## src/logic/video_out.sv

```systemverilog
module video_out (
	input  logic       sys_clk,
	input  logic       rst,
	input  logic [2:0] red,
	input  logic [2:0] green,
	input  logic [1:0] blue,
	input  logic       blankn,
	input  logic       hsync,
	input  logic       vsync,
	input  logic       csync,
	input  logic       tv15khz,
	output logic [5:0] vga_r,
	output logic [5:0] vga_g,
	output logic [5:0] vga_b,
	output logic       vga_hs,
	output logic       vga_vs
);

	logic [2:0] r_vis;
	logic [2:0] g_vis;
	logic [2:0] b_vis;

	assign r_vis = blankn ? red : 3'd0;
	assign g_vis = blankn ? green : 3'd0;
	assign b_vis = blankn ? {blue, blue[1]} : 3'd0; // widen blue to 3 bits

	always_ff @(posedge sys_clk) begin
		if (rst) begin
			vga_r <= '0;
			vga_g <= '0;
			vga_b <= '0;
		end else begin
			vga_r <= {r_vis, r_vis};
			vga_g <= {g_vis, g_vis};
			vga_b <= {b_vis, b_vis};
		end
	end

	// syncs track the inputs even in reset
	always_ff @(posedge sys_clk) begin
		vga_hs <= tv15khz ? csync : hsync;
		vga_vs <= tv15khz | vsync; // held high for 15 kHz
	end

endmodule

```

## config.mk

```make
export PLATFORM = sky130hd
export DESIGN_NAME = video_out
export DESIGN_NICKNAME = d
export VERILOG_FILES = /design/src/logic/video_out.sv
export SDC_FILE = /design/constraint.sdc
export NUM_CORES = 1
export LEC_CHECK = 0
export BUFFER_PORTS_ARGS = -buffer_cell sky130_fd_sc_hd__buf_4
export CAP_MARGIN = 10
export CORE_AREA = 2 2 39 41
export DETAILED_ROUTE_END_ITERATION = 10
export DIE_AREA = 0 0 41 43
export GPL_TIMING_DRIVEN = 0
export PLACE_DENSITY = 0.71
export SYNTH_ARGS = -nofsm -noshare
export SYNTH_HDL_FRONTEND = slang
export SYNTH_SLANG_ARGS = --single-unit
```

## constraint.sdc

```tcl
create_clock -name sys_clk -period 0.8 [get_ports sys_clk]
set_input_delay 0.04 -clock sys_clk [delete_from_list [all_inputs] [get_ports sys_clk]]
set_output_delay 0.04 -clock sys_clk [all_outputs]
set_load 0.005 [all_outputs]
```

==> summary by stage <==
Run status
The run finished, with violations left. The final reports fail on hold timing, setup timing.

Pwr
The internal power contribution is between 800 and 900 µW. The combinational cell fraction of total power is 17.0%. The net switching component of the power is 193 µW. The total power density per cell area is 1510 nW/µm².

Net switching is a little under a fifth of the power. The sequential share of power is 52.6%. The clock network is responsible for 30.5% of the overall power.

The analysis attributes to cell leakage a power of 0.365 nW. The worst-case IR drop observed on VDD is 0.623 mV. The post-route total power is 1.02 mW.

Critical path
The launching element type of the critical path is a flip-flop. The data arrival time of the critical path is 820 ps. The required time at the worst-slack endpoint is between 700 and 800 ps.

The critical path is of the flip-flop to output pin type. The maximum fanout along the worst path is 4. The nature of the critical path endpoint is an output pin.

Routing
In this run the remaining antenna-violating nets after routing total 0. The average wire length per cell after detail routing is 9.58 µm. In the routed layout, each cell is associated on average with a via count of about 3.7. The first detailed-routing pass took 2 iterations. The number of vias in the routed layout is 284.

The DRC violation total after the first TritonRoute iteration is 1. For this block, the routed nets add up to 728 µm of wire. The final routed DRC violation total is 0.

Floorplan
The number of core rows is 14. The initial core utilization is 26.5%. The die extent in x is about 40 µm.

The total core area is 1380 µm². The floorplan step defined a die boundary enclosing approximately 1800 µm². In this run the vertical extent of the chip is around 43 µm.

35 I/O pins were placed.

Global routing
The maximum number of pins on one net before global-route repair is 9. The global-route wire length before repair is 1130 µm. The number of global-route vias before repair is 264.

The total overflow reported by the global router is 0. In the global route stage, overall resource usage came out at between 10% and 20%. The initial antenna violation count came to 0.

Logic synthesis
The top cell type by area accounts for 54.6% of the synthesized area. Yosys mapped the design onto 5 distinct sky130hd cell types. After synthesis the netlist holds a flip-flop and latch count of 10.

In this run the cell area of the synthesized design comes to 367 µm². The number of synthesis warnings is 0. By area the synthesized netlist is led by dfxtp_1 55%, buf_4 20%, and3b_1 19%, mux2_4 4.1%, or2_2 1.7%. The biggest area contributor in the post-synthesis netlist is dfxtp_1.

When the netlist entered floorplanning its net count stood at 45. The average instance in the mapped netlist occupies around 12 µm². Sequential cells were found to cover 54.6% of the synthesized design area.

Counting every instance in the synthesized netlist gives 30.

Clock network
TritonCTS created 3 clock buffers. The H-tree depth is 1. The clock sink count is 10. The buffer levels on the longest clock path is 2. The cell chosen for the clock root is clkbuf_4. The clock-pin transition on the worst setup and hold timing paths is 60 ps. TritonCTS built the clock tree.

Finish
The total of fill cells in the finished design is about 130. The most common cell after layout, fill and taps aside is buf_4. The number of antenna diodes in the final layout is 0. In the final layout, the multi-input gates occupy 91.3 µm².

In the layout the commonest cells are 24 x buf_4, 13 x buf_6, 8 x and3b_1. Measured on the finished design, the core utilization comes to 48.6%. Across the whole layout, storage elements account for 213 µm². The net count of the finished layout is 77. In the final layout, the share of cells above drive strength 1 is 83.3%.

From synthesis to final layout, the design area changed by 83.6%.

Min path
The path category of the worst min-delay check is input port to flip-flop.

Run
The count of maximum capacitance violations is 0.

STA
Setup repair after global routing could not meet its margin everywhere. The tightest hold path in the finished design has a slack of -14.3 ps. The routed design could run at a clock period as short as 856 ps. The share of the cycle needed by the critical path after routing is 107%.

For the pin with the worst max-slew slack, the measured transition is ~69 ps. The hold violation count in the final report is 1. After layout, the worst setup slack is -56.1 ps. The worst pin sits at a relative slew slack of 95.4%. The peak clock frequency supported by timing is about 1.2 GHz. The number of pins with negative max-slew slack in the final report was 0.

Setup violations remaining at the end of the flow were counted as 3.

Place
The number of port buffers is 34. The final weighted congestion of routability-driven global placement is between 0.6 and 0.7.
==> through the flow <==
stage                     setup TNS, ps  setup slack, ps  std cells  hold slack (ps)  area (µm²)
after floorplan                       0              285         30              144         367
after global placement                0              199         80              229         642
after detailed placement              0              191         80              233         642
after CTS                          -202            -69.2         76            -24.1         673
after global routing               -312            -98.3         76            -30.4         673
final                              -168            -56.1         76            -14.3         673
==> critical path: stages (launching register included) <==
cell	delay (ps)
dfxtp_4	360
buf_6	110
buf_6	100
==> worst paths after layout <==
path / end / slack [ps] / cells after the start / startpoint
min: vga_vs$_DFF_P_ / -10 / 2 / vsync
max: vga_b[3] / -60 / 2 / vga_b[3]$_SDFF_PP0_
==> final cells by class <==
cell class / instances / area share (%)
plain buffers: 3 / 5.02
clock buffers: 3 / 3.35
flip-flops and latches: 10 / 31.6
repair buffers: 34 / 43.5
well taps: 16 / 2.97
multi-input cells: 10 / 13.6
==> synth_stat cells <==
cell type / count
mux2_4: 1
or2_2: 1
and3b_1: 8
dfxtp_1: 10
buf_4: 10
==> power by group through the flow <==
stage / registers, mW / clock network, mW / logic (mW)
finish: 0.536 / 0.311 / 0.173
global route: 0.538 / 0.358 / 0.189
CTS: 0.536 / 0.323 / 0.176
detailed placement: 0.542 / 0 / 0.178
global placement: 0.542 / 0 / 0.175
floorplan: 0.545 / 0 / 0.0524
==> registers in the layout, indices dropped and copies added, names as in the netlist <==
register  cells
vga_b         2
vga_vs        1
vga_g         3
vga_r         3
vga_hs        1
==> per-layer routing <==
layer,share of wire [%],GRT usage [%]
met5,0,0
met4,0,12.0
met3,7.4,3.66
met2,57,15.0
met1,35,9.80
==> kinds of logic after synthesis <==
family / synth area share (%)
buffers and inverters: 20.5
AND/OR/NAND/NOR: 20.8
multiplexers: 4.09
flip-flops: 54.6
==> timing repair <==
item,CTS,global route
buffers inserted,0,0
resized for setup,22,0
gates cloned,0,0
hold endpoints to repair,1,2
setup endpoints to repair,10,4
No activity file was read; power rests on OpenSTA's default activity.
