<file path="config.mk">
export PLATFORM = sky130hd
export DESIGN_NAME = audio_dac
export DESIGN_NICKNAME = d
export VERILOG_FILES = /design/src/logic/shell_pkg.sv /design/src/logic/audio_dac.sv
export SDC_FILE = /design/constraint.sdc
export NUM_CORES = 1
export LEC_CHECK = 0
export ABC_CLOCK_PERIOD_IN_PS = 2600
export BUFFER_PORTS_ARGS = -buffer_cell sky130_fd_sc_hd__buf_2
export CORE_MARGIN = 4
export CORE_UTILIZATION = 55
export CTS_BUF_LIST = sky130_fd_sc_hd__clkbuf_4 sky130_fd_sc_hd__clkbuf_8 sky130_fd_sc_hd__clkbuf_16
export DETAILED_ROUTE_END_ITERATION = 7
export PLACE_DENSITY_LB_ADDON = 0.15
export RECOVER_POWER = 50
export SYNTH_ARGS = -nofsm -noshare
export SYNTH_HDL_FRONTEND = slang
export SYNTH_SLANG_ARGS = --single-unit
</file>
<file path="constraint.sdc">
create_clock -name sys_clk -period 2.6 [get_ports sys_clk]
set_clock_uncertainty 0.1 [all_clocks]
set_input_delay 0.26 -clock sys_clk [delete_from_list [all_inputs] [get_ports sys_clk]]
set_output_delay 0.26 -clock sys_clk [all_outputs]
set_load 0.02 [all_outputs]
</file>
<file path="src/logic/shell_pkg.sv">
package shell_pkg;

	localparam int ROM_ADDR_W      = 15; // 32 KiB of rom
	localparam int ROM_WORD_ADDR_W = ROM_ADDR_W - 1;
	localparam int IOCTL_ADDR_W    = 25;
	localparam int AUDIO_W         = 16;

	// ps/2 set 2 scan codes
	localparam logic [7:0] KEY_UP     = 8'h75;
	localparam logic [7:0] KEY_DOWN   = 8'h72;
	localparam logic [7:0] KEY_LEFT   = 8'h6B;
	localparam logic [7:0] KEY_RIGHT  = 8'h74;
	localparam logic [7:0] KEY_COIN   = 8'h76; // esc
	localparam logic [7:0] KEY_START1 = 8'h05; // f1
	localparam logic [7:0] KEY_START2 = 8'h06; // f2
	localparam logic [7:0] KEY_FIRE1  = 8'h29; // space
	localparam logic [7:0] KEY_FIRE2  = 8'h11; // left alt

	// joystick word bit positions
	localparam int JOY_RIGHT = 0;
	localparam int JOY_LEFT  = 1;
	localparam int JOY_DOWN  = 2;
	localparam int JOY_UP    = 3;
	localparam int JOY_FIRE1 = 4;
	localparam int JOY_FIRE2 = 5;

	typedef struct packed {
		logic up;
		logic down;
		logic left;
		logic right;
		logic fire1;
		logic fire2;
		logic coin;
		logic start1;
		logic start2;
	} player_controls_t;

endpackage
</file>
<file path="src/logic/audio_dac.sv">
module audio_dac
	import shell_pkg::*;
(
	input  logic               sys_clk,
	input  logic               rst,
	input  logic [AUDIO_W-1:0] sample,
	output logic               bit_out
);

	logic [AUDIO_W:0] acc;

	// first-order sigma-delta, carry out is the pulse stream
	always_ff @(posedge sys_clk) begin
		if (rst)
			acc <= '0;
		else
			acc <= {1'b0, acc[AUDIO_W-1:0]} + {1'b0, sample};
	end

	assign bit_out = acc[AUDIO_W];

endmodule

</file>
==> impl_metrics.csv <==
group,metric,value,unit
die,rows,16,
grt,grt_use_total,18.3,%
pwr,p_total,1.35,mW
worst_setup_path,rr_worst_depth,7,
worst_setup_path,crit_required,2.70,ns
logic_synthesis,synthFlopType,"dfxtp_1",
worst_setup_path,worstPathArrival,2.47,ns
logic_synthesis,synth_top_family_by_area,"compound AO/OA/AOI/OAI gates",
die,die_w,54.1,µm
die,ios,19,
logic_synthesis,synth-seq-cells,17,
cts,numClockSinks,17,
logic_synthesis,syn-cell-area,0.00117,mm²
timing,slew_violations,0,
timing,maxClockFrequency,421,MHz
grt,grt_pass1_vias,956,
timing,setup_viol,0,
cts,insertion_delay,0.30,ns
cts,cts_buffers,3,
timing,rsz0062_at_grt,"no",
worst_setup_path,crit_path_end_kind,"flip-flop",
worst_setup_path,crit_type,"reg2reg",
flow_run,cap_viol_max_count,0,
layout,top_regs,"acc: 17 flops",
worst_setup_path,cp-startpoint,"acc[0]",
layout,fin_nets,189,
grt,antenna_found_initial,0,
timing,finalCriticalPeriod,2.37,ns
hold_path,min_path_type,"in2reg",
logic_synthesis,synth_seq_area_share,29.1,%
logic_synthesis,synthXorXnorAreaFrac,6.00,%
route,detail-route-antenna-nets,0,
layout,n_antenna_cell,0,
logic_synthesis,synthAdderAreaFrac,18.8,%
logic_synthesis,synth-async-reset-ratio,0,%
layout,largest_register,"acc",
worst_setup_path,r2r-end,"acc[10]",
layout,multi_input_area,796,µm²
pwr,p_per_area,1040,mW/mm²
worst_setup_path,rrSetupSlack,0.23,ns
outcome,status,"complete, no violations",
cts,ctsResizeCount,0,
layout,area.growth.synth_to_final,11.3,%
cts,cts_max_level,1,
logic_synthesis,ys_warn_count,0,
grt,gr-total-overflow,0,
cts,clock_path_buffers,2,
route,routedWlPerCell,12.3,µm
die,die_h,54.1,µm
worst_setup_path,critPathLaunchType,"flip-flop",
logic_synthesis,mappedNetlistNets,170,
placement,post_dp_cell_area,0.00127,mm²
route,drt_iter0_drc,8,
timing,max_slew_margin,74.5,%
route,drc,0,
logic_synthesis,synthMuxAreaShare,4.71,%
die,die-area,0.00293,mm²
placement,port_buffers,18,
layout,register_area,340,µm²
die,coreArea,0.00198,mm²
logic_synthesis,synthDistinctLibCells,40,
grt,grt_max_degree,23,
layout,layout_common_cells,"17 x dfxtp_1, 17 x buf_2, 16 x nor2_1, 16 x ha_1, 15 x a21oi_1",
logic_synthesis,synth_compound_area_share,23.0,%
layout,finalInstanceArea,0.00130,mm²
route,route.vias.total,1009,
placement,dp_hpwl,1.77,mm
die,start_util,59.0,%
timing,period_share,91.3,%
cts,postCtsSetupBuffers,0,
grt,grt_pass1_wl,3.83,mm
worst_setup_path,crit_end,"acc[10]",
timing,hold_violations,0,
timing,fin_setup_tns,0,ns
logic_synthesis,synth_edf_count,0,
route,via_per_inst,5.61,
route,drt-total-wl,2.22,mm
cts,cts_tree,"done",
logic_synthesis,synthCells,135,
worst_setup_path,critPathMaxFanout,5,
cts,cts_root_buf,"clkbuf_4",
logic_synthesis,synth-simple-area-share,15.5,%
placement,gp_congestion,0.856,
cts,postCtsHoldBufs,0,
pwr,power_leakage,0.599,nW
route,dr.pass1.iters,4,
layout,n_fill_cell,187,
layout,largest_reg_flops,17,
layout,drive_gt1_share,17.6,%
cts,clk_pin_slew,0.10,ns
timing,max_slew.worst_pin.slew,0.382,ns
logic_synthesis,syn-mean-instance-area,8.66,µm²
worst_setup_path,r2r-start,"acc[0]",
pwr,ir_drop,593,µV
critical path: stages, from the launching register on:
cell and delay, ns:
dfxtp_1 0.32, ha_1 0.21, fa_1 0.42, a21o_1 0.22, a31oi_2 0.27, nor3_1 0.10, a311oi_1 0.29, mux2_1 0.35
cell families after synthesis:
kind of cell / after synthesis
mux: 5
compound gates: 42
simple gates: 38
fa+ha+maj: 17
buf+inv: 8
flops: 17
xor+xnor: 8
stage by stage:
stage / hold WS (ns) / utilization (%) / worst slack (ns) / cells
3_3_place_gp: 0.440 / 64.3 / 0.159 / 176
3_5_place_dp: 0.510 / 64.3 / 0.158 / 176
2_1_floorplan: 0.357 / - / 0.368 / 135
6_report: 0.209 / 65.7 / 0.227 / 180
4_1_cts: 0.217 / 65.7 / 0.212 / 180
5_1_grt: 0.231 / 65.7 / 0.0830 / 180
synthesized netlist by cell type (3+ instances only):
| library cell | number | share of area [%] |
|---|---|---|
| xnor2_1 | 3 | 2.2 |
| nand2_1 | 6 | 1.9 |
| xor2_1 | 5 | 3.7 |
| mux2_2 | 3 | 2.9 |
| ha_1 | 16 | 17 |
| o21ai_0 | 6 | 2.6 |
| a21oi_1 | 15 | 6.4 |
| dfxtp_1 | 17 | 29 |
| o22ai_1 | 3 | 1.6 |
| nor2_1 | 16 | 5.1 |
| a21o_1 | 3 | 1.9 |
| nor2b_1 | 5 | 2.7 |
| inv_1 | 4 | 1.3 |
report_power, final:
| part | internal [mW] | switching, mW | leakage (nW) |
|---|---|---|---|
| Combinational | 0.359 | 0.446 | 0.439 |
| Clock | 0.0575 | 0.0928 | 0.0177 |
| Sequential | 0.366 | 0.0324 | 0.142 |
| Total | 0.783 | 0.571 | 0.599 |
layer usage:
layer / up-vias / part of all wire [%] / track usage (%)
met2: 17 / 48 / 30.8
met3: 5 / 3.4 / 2.49
li1: 533 / - / -
met5: - / 0 / 0
met4: 0 / 2.5 / 11.2
met1: 454 / 46 / 21.8
how the worst min path moves through the flow:
| stage | startpoint | to | slack [ns] | cells after the start |
|---|---|---|---|---|
| finish | sample[0] | acc[0] | 0.21 | 3 |
| floorplan | rst | acc[15] | 0.36 | 2 |
| global placement | acc[0] | acc[0] | 0.44 | 2 |
| global route | sample[0] | acc[0] | 0.23 | 3 |
| detailed placement | acc[0] | acc[0] | 0.51 | 2 |
| CTS | sample[0] | acc[0] | 0.22 | 3 |
cell type report:
type / count / share of cell area, %
inverter: 4 / 1.15
tap: 27 / 2.60
clock inverter: 1 / 0.385
timing repair buffer: 18 / 6.83
multi-input combinational: 110 / 61.2
clock buffer: 3 / 1.73
sequential: 17 / 26.2
(Power assumes the default switching activity.)
