==> src/logic/shell_pkg.sv <==
package shell_pkg;

	localparam int ROM_ADDR_W      = 15; // 32 KiB of rom
	localparam int ROM_WORD_ADDR_W = ROM_ADDR_W - 1;
	localparam int IOCTL_ADDR_W    = 25;
	localparam int AUDIO_W         = 16;

	// ps/2 set 2 scan codes
	localparam logic [7:0] KEY_UP     = 8'h75;
	localparam logic [7:0] KEY_DOWN   = 8'h72;
	localparam logic [7:0] KEY_LEFT   = 8'h6B;
	localparam logic [7:0] KEY_RIGHT  = 8'h74;
	localparam logic [7:0] KEY_COIN   = 8'h76; // esc
	localparam logic [7:0] KEY_START1 = 8'h05; // f1
	localparam logic [7:0] KEY_START2 = 8'h06; // f2
	localparam logic [7:0] KEY_FIRE1  = 8'h29; // space
	localparam logic [7:0] KEY_FIRE2  = 8'h11; // left alt

	// joystick word bit positions
	localparam int JOY_RIGHT = 0;
	localparam int JOY_LEFT  = 1;
	localparam int JOY_DOWN  = 2;
	localparam int JOY_UP    = 3;
	localparam int JOY_FIRE1 = 4;
	localparam int JOY_FIRE2 = 5;

	typedef struct packed {
		logic up;
		logic down;
		logic left;
		logic right;
		logic fire1;
		logic fire2;
		logic coin;
		logic start1;
		logic start2;
	} player_controls_t;

endpackage
==> src/logic/input_mapper.sv <==
module input_mapper
	import shell_pkg::*;
(
	input  logic             sys_clk,
	input  logic             rst,
	input  logic             key_strobe,
	input  logic             key_pressed,
	input  logic [7:0]       key_code,
	input  logic [7:0]       joystick_0,
	input  logic [7:0]       joystick_1,
	output player_controls_t controls
);

	player_controls_t keys;
	logic [7:0]       joy_any;

	always_ff @(posedge sys_clk) begin
		if (rst) begin
			keys <= '0;
		end else if (key_strobe) begin
			case (key_code)
				KEY_UP:     keys.up     <= key_pressed;
				KEY_DOWN:   keys.down   <= key_pressed;
				KEY_LEFT:   keys.left   <= key_pressed;
				KEY_RIGHT:  keys.right  <= key_pressed;
				KEY_COIN:   keys.coin   <= key_pressed;
				KEY_START1: keys.start1 <= key_pressed;
				KEY_START2: keys.start2 <= key_pressed;
				KEY_FIRE1:  keys.fire1  <= key_pressed;
				KEY_FIRE2:  keys.fire2  <= key_pressed;
				default: ; // unknown codes ignored
			endcase
		end
	end

	// both players share one control set
	assign joy_any = joystick_0 | joystick_1;

	always_comb begin
		controls.up     = keys.up    | joy_any[JOY_UP];
		controls.down   = keys.down  | joy_any[JOY_DOWN];
		controls.left   = keys.left  | joy_any[JOY_LEFT];
		controls.right  = keys.right | joy_any[JOY_RIGHT];
		controls.fire1  = keys.fire1 | joy_any[JOY_FIRE1];
		controls.fire2  = keys.fire2 | joy_any[JOY_FIRE2];
		controls.coin   = keys.coin; // keyboard only
		controls.start1 = keys.start1;
		controls.start2 = keys.start2;
	end

endmodule

==> config.mk <==
export PLATFORM = sky130hd
export DESIGN_NAME = input_mapper
export DESIGN_NICKNAME = d
export VERILOG_FILES = /design/src/logic/shell_pkg.sv /design/src/logic/input_mapper.sv
export SDC_FILE = /design/constraint.sdc
export NUM_CORES = 1
export LEC_CHECK = 0
export ABC_AREA = 1
export BUFFER_PORTS_ARGS = -buffer_cell sky130_fd_sc_hd__buf_2
export CAP_MARGIN = 5
export CORE_UTILIZATION = 35
export DETAILED_ROUTE_END_ITERATION = 6
export HOLD_SLACK_MARGIN = 0.08
export PLACE_DENSITY = 0.68
export SETUP_SLACK_MARGIN = 0.4
export SYNTH_ARGS = -nofsm -noshare
export SYNTH_HDL_FRONTEND = slang
export SYNTH_SLANG_ARGS = --single-unit
==> constraint.sdc <==
create_clock -name sys_clk -period 0.9 [get_ports sys_clk]
set_input_delay 0.18 -clock sys_clk [delete_from_list [all_inputs] [get_ports sys_clk]]
set_output_delay 0.18 -clock sys_clk [all_outputs]
set_load 0.1 [all_outputs]
==> results of run 1 <==
## timing repair
| item | 4_1_cts | 5_1_grt |
|---|---|---|
| buffers inserted | 3 | 4 |
| hold buffers | 0 | 0 |
| gates resized for setup | 73 | 19 |
| cloned | 0 | 0 |
| endpoints found under the setup margin | 18 | 18 |
| pin swaps | 24 | 12 |
## registers in the layout, indices dropped and copies added (netlist names)
name,flops
controls,3
keys,6
## per-stage QoR
step / TNS [ps] / total power, uW / hold WS (ps) / std cells / util (%)
finish: -2670 / 1260 / 322 / 154 / 92.1
global route: -2810 / 1300 / 347 / 154 / 92.1
floorplan: -253 / 632 / 409 / 92 / -
detailed placement: -2260 / 757 / 487 / 143 / 65.4
global placement: -2090 / 751 / 463 / 143 / 65.4
CTS: -2520 / 1200 / 268 / 150 / 85.2
## worst max-delay path by stage
| stage | end | cells after the start |
|---|---|---|
| floorplan | controls[3] | 1 |
| global placement | controls[5] | 3 |
| detailed placement | controls[5] | 3 |
| finish | controls[8] | 2 |
| CTS | controls[5] | 2 |
| global route | controls[7] | 2 |
## report_power, final
group	switching [uW]	internal, uW	total (uW)
Combinational	290	220	509
Clock	177	172	349
Sequential	0.844	398	399
## cell usage in the layout (no fill, tap or decap), drive strengths merged
| cell | instances |
|---|---|
| nand2 | 20 |
| inv | 11 |
| nand4 | 1 |
| a21oi | 6 |
| buf | 45 |
| and2 | 1 |
| nor2 | 21 |
| nor3 | 3 |
| or3 | 6 |
| clkinv | 1 |
| nand3 | 9 |
| clkinvlp | 1 |
| dfxtp | 9 |
| clkbuf | 4 |
## layer usage
layer	up-vias	global-route usage (%)
met5	-	0
met4	0	13.1
met3	22	5.17
met2	61	52.0
met1	389	25.5
li1	381	-
## logic make-up after synthesis
group	synth area share [%]
AO/OA/AOI/OAI	5.27
buffers and inverters	12.5
AND/OR/NAND/NOR	50.6
flip-flops	31.6
## worst max-delay path, cell delays in order (launching register included)
cell	delay [ps]
dfxtp_2	340
or3_4	340
buf_12	170
## area by class of cell
cell class | instances | share of cell area [%]
Multi-Input combinational cell | 67 | 38.4
Tap cell | 16 | 1.44
Clock buffer | 4 | 1.89
Inverter | 13 | 5.95
Sequential cell | 9 | 13.8
Timing Repair Buffer | 45 | 38.5
==> reports/results.ini, run 1 <==
[status]
status = complete, but fails checks
violations = setup timing

[worst_hold_path]
min_from = key_code[2]
hold_path_class = in -> reg
hold_end = keys[6]$_SDFFE_PP0P_
whs_path_depth = 5

[sta]
hold_viol_final = 0
fin_crit_ps = 1300
worst_slack_ps = -400
finalCritPeriodShare_pct = 144
worst_pin_slew_ps = 272
relSlewSlack_pct = 81.8
slew_viol_final = 0
fmax_mhz = 769
rsz0062_at_grt = yes
setup_violations = 9
fin_skew_ps = 0

[clocking]
cts-root-buf = clkbuf_4
cts_made_buffers = 3
ctsHtreeMaxLevel = 1
cts_tree = done
clk_path_buf_depth = 2
clock_latency_ps = 270
clock_sinks = 9
clk_pin_slew_ps = 70

[worst_setup_path]
cp-start-kind = flip-flop
crit_required_ps = 720
worstReg2RegEnd = keys[4]$_SDFFE_PP0P_
crit_arrival_ps = 1120
worstPathMaxFanout = 2
rr_startpoint = keys[4]$_SDFFE_PP0P_
startpoint = keys[8]$_SDFFE_PP0P_
reg2reg_depth = 4
crit_type = reg -> out
end_kind = primary output
rrSetupSlack_ps = 70

[route]
wl_met3_um = 151
route.met2.wl_um = 1570
vias_per_cell = 5.54
first_iter_violations = 11
drtAntennaViolNets = 0
drt_pass1_iterations = 4
wl_met1_um = 906
top_layer = met4
via_count = 853
post_drt_wl_per_cell_um = 18.4
wl_um = 2830
drcViolationCount = 0

[synthesis]
ys.flop_type = dfxtp_1
yosysMostFrequentCell = nor2_1
synth_edf_count = 0
syn_area_sq_um = 569
ys_seq_area_share_pct = 31.6
syn-num-nets = 120
syn_inst = 92
yosys_warnings = 0
ys_ff_latch = 9
synth_area_leader_cell = dfxtp_1
post_synth.cell_area_avg_sq_um = 6.19
yosys-top-cells-area = dfxtp_1 (32%), nor2_1 (13%), nand2_1 (12%)
synthArstFlopShare_pct = 0
yosys.area.top_type_share_pct = 31.6
yosys-top-cells-count = nor2_1 (20), nand2_1 (18), inv_1 (10), dfxtp_1 (9), nand3_1 (9)
synth_cell_type_count = 17

[run]
drv_cap = 0

[place]
dp_slack_ps = -219
place.gp.congestion = 0.760
placed_area_sq_um = 985
io_buffers = 32
place_hpwl_um = 1240

[cells_and_area]
seq_area_sq_um = 191
antennaDiodeCount = 0
area_growth_pct = 144
final_area_sq_mm = 0.00139
fillers = 60
multi_input_area_sq_um = 533
final_nets = 167
drive_above_1_share_pct = 73.2

[power]
peakVddDrop_mv = 0.962
p_leak_uw = 0.000610
p_per_area_mw_per_mm2 = 906

[floorplan]
placementRows = 14
ios = 37
fp.dieW_um = 42.3
core_area_sq_mm = 0.00151
initial_core_util_pct = 37.8
die-area_sq_mm = 0.00179
die_height_um = 42.3

[global_route]
antenna_found_initial = 0
grt_pass1_vias = 799
grt_util_all_layers_pct = 26.5
grt_overflow_total = 0
grt_pass1_wl_um = 3480
grt_max_degree = 10

Note: power is estimated with default switching activity, not from simulation.
==> inputs of run 2 (changes only) <==
==> constraint.sdc (replaced) <==
create_clock -name sys_clk -period 1.6 [get_ports sys_clk]
set_input_delay 0.32 -clock sys_clk [delete_from_list [all_inputs] [get_ports sys_clk]]
set_output_delay 0.32 -clock sys_clk [all_outputs]
set_load 0.1 [all_outputs]
==> run 2 against run 1 <==
The flow now finishes without violations. Global-route usage down 11 points. Cell count down 8.4%. Total power down 54%. Clock skew unchanged. Die area unchanged. Non-clock buffer count down 13. Sequential share of layout area up 7.0 points. Core utilization down 32 points. Highest routed layer unchanged. Clock power down 50%. Largest cell class is now multi-input combinational cells. Routed wire length down 53%. Flip-flop and latch count unchanged. Via count down 22%.
==> reports/results.ini, run 2 (synthesis gave the netlist of run 1 again) <==
[status]
status = completed  ; was complete, but fails checks

[route]
vias_per_cell = 4.71  ; was 5.54
drtAntennaViolNets = 0  ; unchanged
post_drt_wl_per_cell_um = 9.45  ; was 18.4 um
first_iter_violations = 5  ; was 11
wl_um = 1330  ; was 2830 um
drt_pass1_iterations = 4  ; unchanged
via_count = 664  ; was 853
drcViolationCount = 0  ; unchanged

[cells_and_area]
top_register = keys  ; unchanged
postLayoutCoreUtil_pct = 59.6  ; was 92.1%
final_nets = 154  ; was 167
drive_above_1_share_pct = 41.6  ; was 73.2%
area_growth_pct = 57.8  ; was 144%
antennaDiodeCount = 0  ; unchanged
largest_reg_flops = 6  ; unchanged
layout_commonest_cell = buf_2
layout_common_cells = buf_2 (23), nor2_1 (20), nand2_1 (18), inv_1 (10), nand3_1 (9)  ; was buf_2 (14), buf_12 (14), nand2_1 (12), nor2_1 (11), buf_6 (11)

[worst_setup_path]
end_kind = primary output  ; unchanged
rrSetupSlack_ps = 990  ; was 70 ps
rr_startpoint = keys[5]$_SDFFE_PP0P_  ; was keys[4]$_SDFFE_PP0P_
critPathTopFamily = simple AND/OR/NAND/NOR gates  ; was flip-flops
crit_type = reg -> out  ; unchanged
crit_required_ps = 1280  ; was 720 ps
worst-path-buf-inv = 1  ; unchanged
worstPathMaxFanout = 2  ; unchanged
worstReg2RegEnd = keys[5]$_SDFFE_PP0P_  ; was keys[4]$_SDFFE_PP0P_
crit_end = controls[5]  ; was controls[8]
cp-start-kind = flip-flop  ; unchanged
critical_path_depth = 2  ; unchanged
max_stage_delay_ps = 330  ; was 340 ps
crit_chain = or3_4 > buf_12  ; unchanged
cpMaxStageDelayCell = or3_4  ; was dfxtp_2
crit_arrival_ps = 1090  ; was 1120 ps
startpoint = keys[5]$_SDFFE_PP0P_  ; was keys[8]$_SDFFE_PP0P_
reg2reg_depth = 2  ; was 4

[sta]
worst_slack_ps = 194  ; was -400 ps
rsz0062_at_grt = yes  ; unchanged
slew_viol_final = 0  ; unchanged
hold_slack_ps = 454  ; was 322 ps
hold_viol_final = 0  ; unchanged
setup_violations = 0  ; was 9
fmax_mhz = 711
fin_crit_ps = 1410
fin_setup_tns_ps = 0  ; was -2670 ps
fin_skew_ps = 0  ; unchanged
finalCritPeriodShare_pct = 87.9
relSlewSlack_pct = 82.5  ; was 81.8%
worst_pin_slew_ps = 261  ; was 272 ps

[global_route]
grt_pass1_vias = 562  ; was 799
grt_overflow_total = 0  ; unchanged
grt_pass1_wl_um = 2180  ; was 3480 um
grt_max_degree = 10  ; unchanged
antenna_found_initial = 0  ; unchanged
grt_util_all_layers_pct = 15.7  ; was 26.5%

[floorplan]
fp.dieW_um = 42.3  ; unchanged
core_area_sq_mm = 0.00151  ; unchanged
die-area_sq_mm = 0.00179  ; unchanged
die_height_um = 42.3  ; unchanged
initial_core_util_pct = 37.8  ; unchanged
placementRows = 14  ; unchanged
ios = 37  ; unchanged

[run]
drv_cap = 0  ; unchanged

[clocking]
clock_sinks = 9  ; unchanged
post_cts_buffers = 0  ; was 3
clk_pin_slew_ps = 60  ; was 70 ps
clk_path_buf_depth = 2  ; unchanged
cts_tree = done  ; unchanged
cts-root-buf = clkbuf_4  ; unchanged
ctsHtreeMaxLevel = 1  ; unchanged
clock_latency_ps = 260  ; was 270 ps
cts_made_buffers = 3  ; unchanged

[power]
p_leak_uw = 0.000449  ; was 0.000610 uW
p_per_area_mw_per_mm2 = 649  ; was 906 mW/mm^2
peakVddDrop_mv = 0.426  ; was 0.962 mV

[place]
place.gp.congestion = 0.793  ; was 0.760
place_hpwl_um = 1030  ; was 1240 um
io_buffers = 32  ; unchanged
dp_slack_ps = 222  ; was -219 ps

[worst_hold_path]
hold_path_class = in -> reg  ; unchanged

run 2: changes by cell type in the layout (fill, tap and decap cells not counted), moves of 5 or more:
cell / change
nor2_4: -7
nand3_1: +5
buf_2: +9
nor2_1: +9
buf_6: -8
nand2_1: +6
inv_1: +7
buf_12: -8
run 2: report_power, final:
part	switching (uW)	internal, uW
Sequential	0.286	224
Clock	78.3	96.1
Combinational	112	72.1
Total	190	393
run 2: cell type report:
class	count	area, sq um
multi-input cells	67	348
clock buffers	4	26.3
well taps	16	20.0
fillers	147	608
flip-flops and latches	9	186
repair buffers	32	269
inverters	13	48.8
run 2: worst register-to-register path: cells and delay by family (launching register included):
kind / cells / cell delay, ps
compound gates: 1 / 120
flops: 1 / 320
simple gates: 1 / 60
run 2: what timing repair did:
action | 4_1_cts | 5_1_grt
resized for setup | 35 | 0
pin swaps | 6 | 0
hold buffers | 0 | 0
setup endpoints to repair | 9 | 6
run 2: worst min-delay path by stage:
| stage | startpoint | end | slack, ps | cells after the start |
|---|---|---|---|---|
| 2_1_floorplan | controls[0]$_SDFFE_PP0P_ | controls[0]$_SDFFE_PP0P_ | 450 | 2 |
| 3_3_place_gp | controls[1]$_SDFFE_PP0P_ | controls[1]$_SDFFE_PP0P_ | 460 | 2 |
| 3_5_place_dp | controls[1]$_SDFFE_PP0P_ | controls[1]$_SDFFE_PP0P_ | 470 | 2 |
| 4_1_cts | key_code[2] | keys[6]$_SDFFE_PP0P_ | 450 | 5 |
| 5_1_grt | key_code[2] | keys[4]$_SDFFE_PP0P_ | 480 | 4 |
| 6_report | key_code[2] | keys[6]$_SDFFE_PP0P_ | 450 | 5 |
run 2: per-stage QoR:
stage | instance area [sq um] | cells | power, uW
floorplan | 599 | 92 | 337
global placement | 757 | 137 | 381
detailed placement | 757 | 137 | 383
CTS | 898 | 141 | 592
global route | 898 | 141 | 612
finish | 898 | 141 | 583
run 2: per-layer routing:
metal	GRT usage (%)	share of wire [%]	wire length [um]
met3	7.33	9.5	126
met1	18.5	43	578
met2	25.8	47	620
met5	0	0	0
met4	3.75	0.45	6
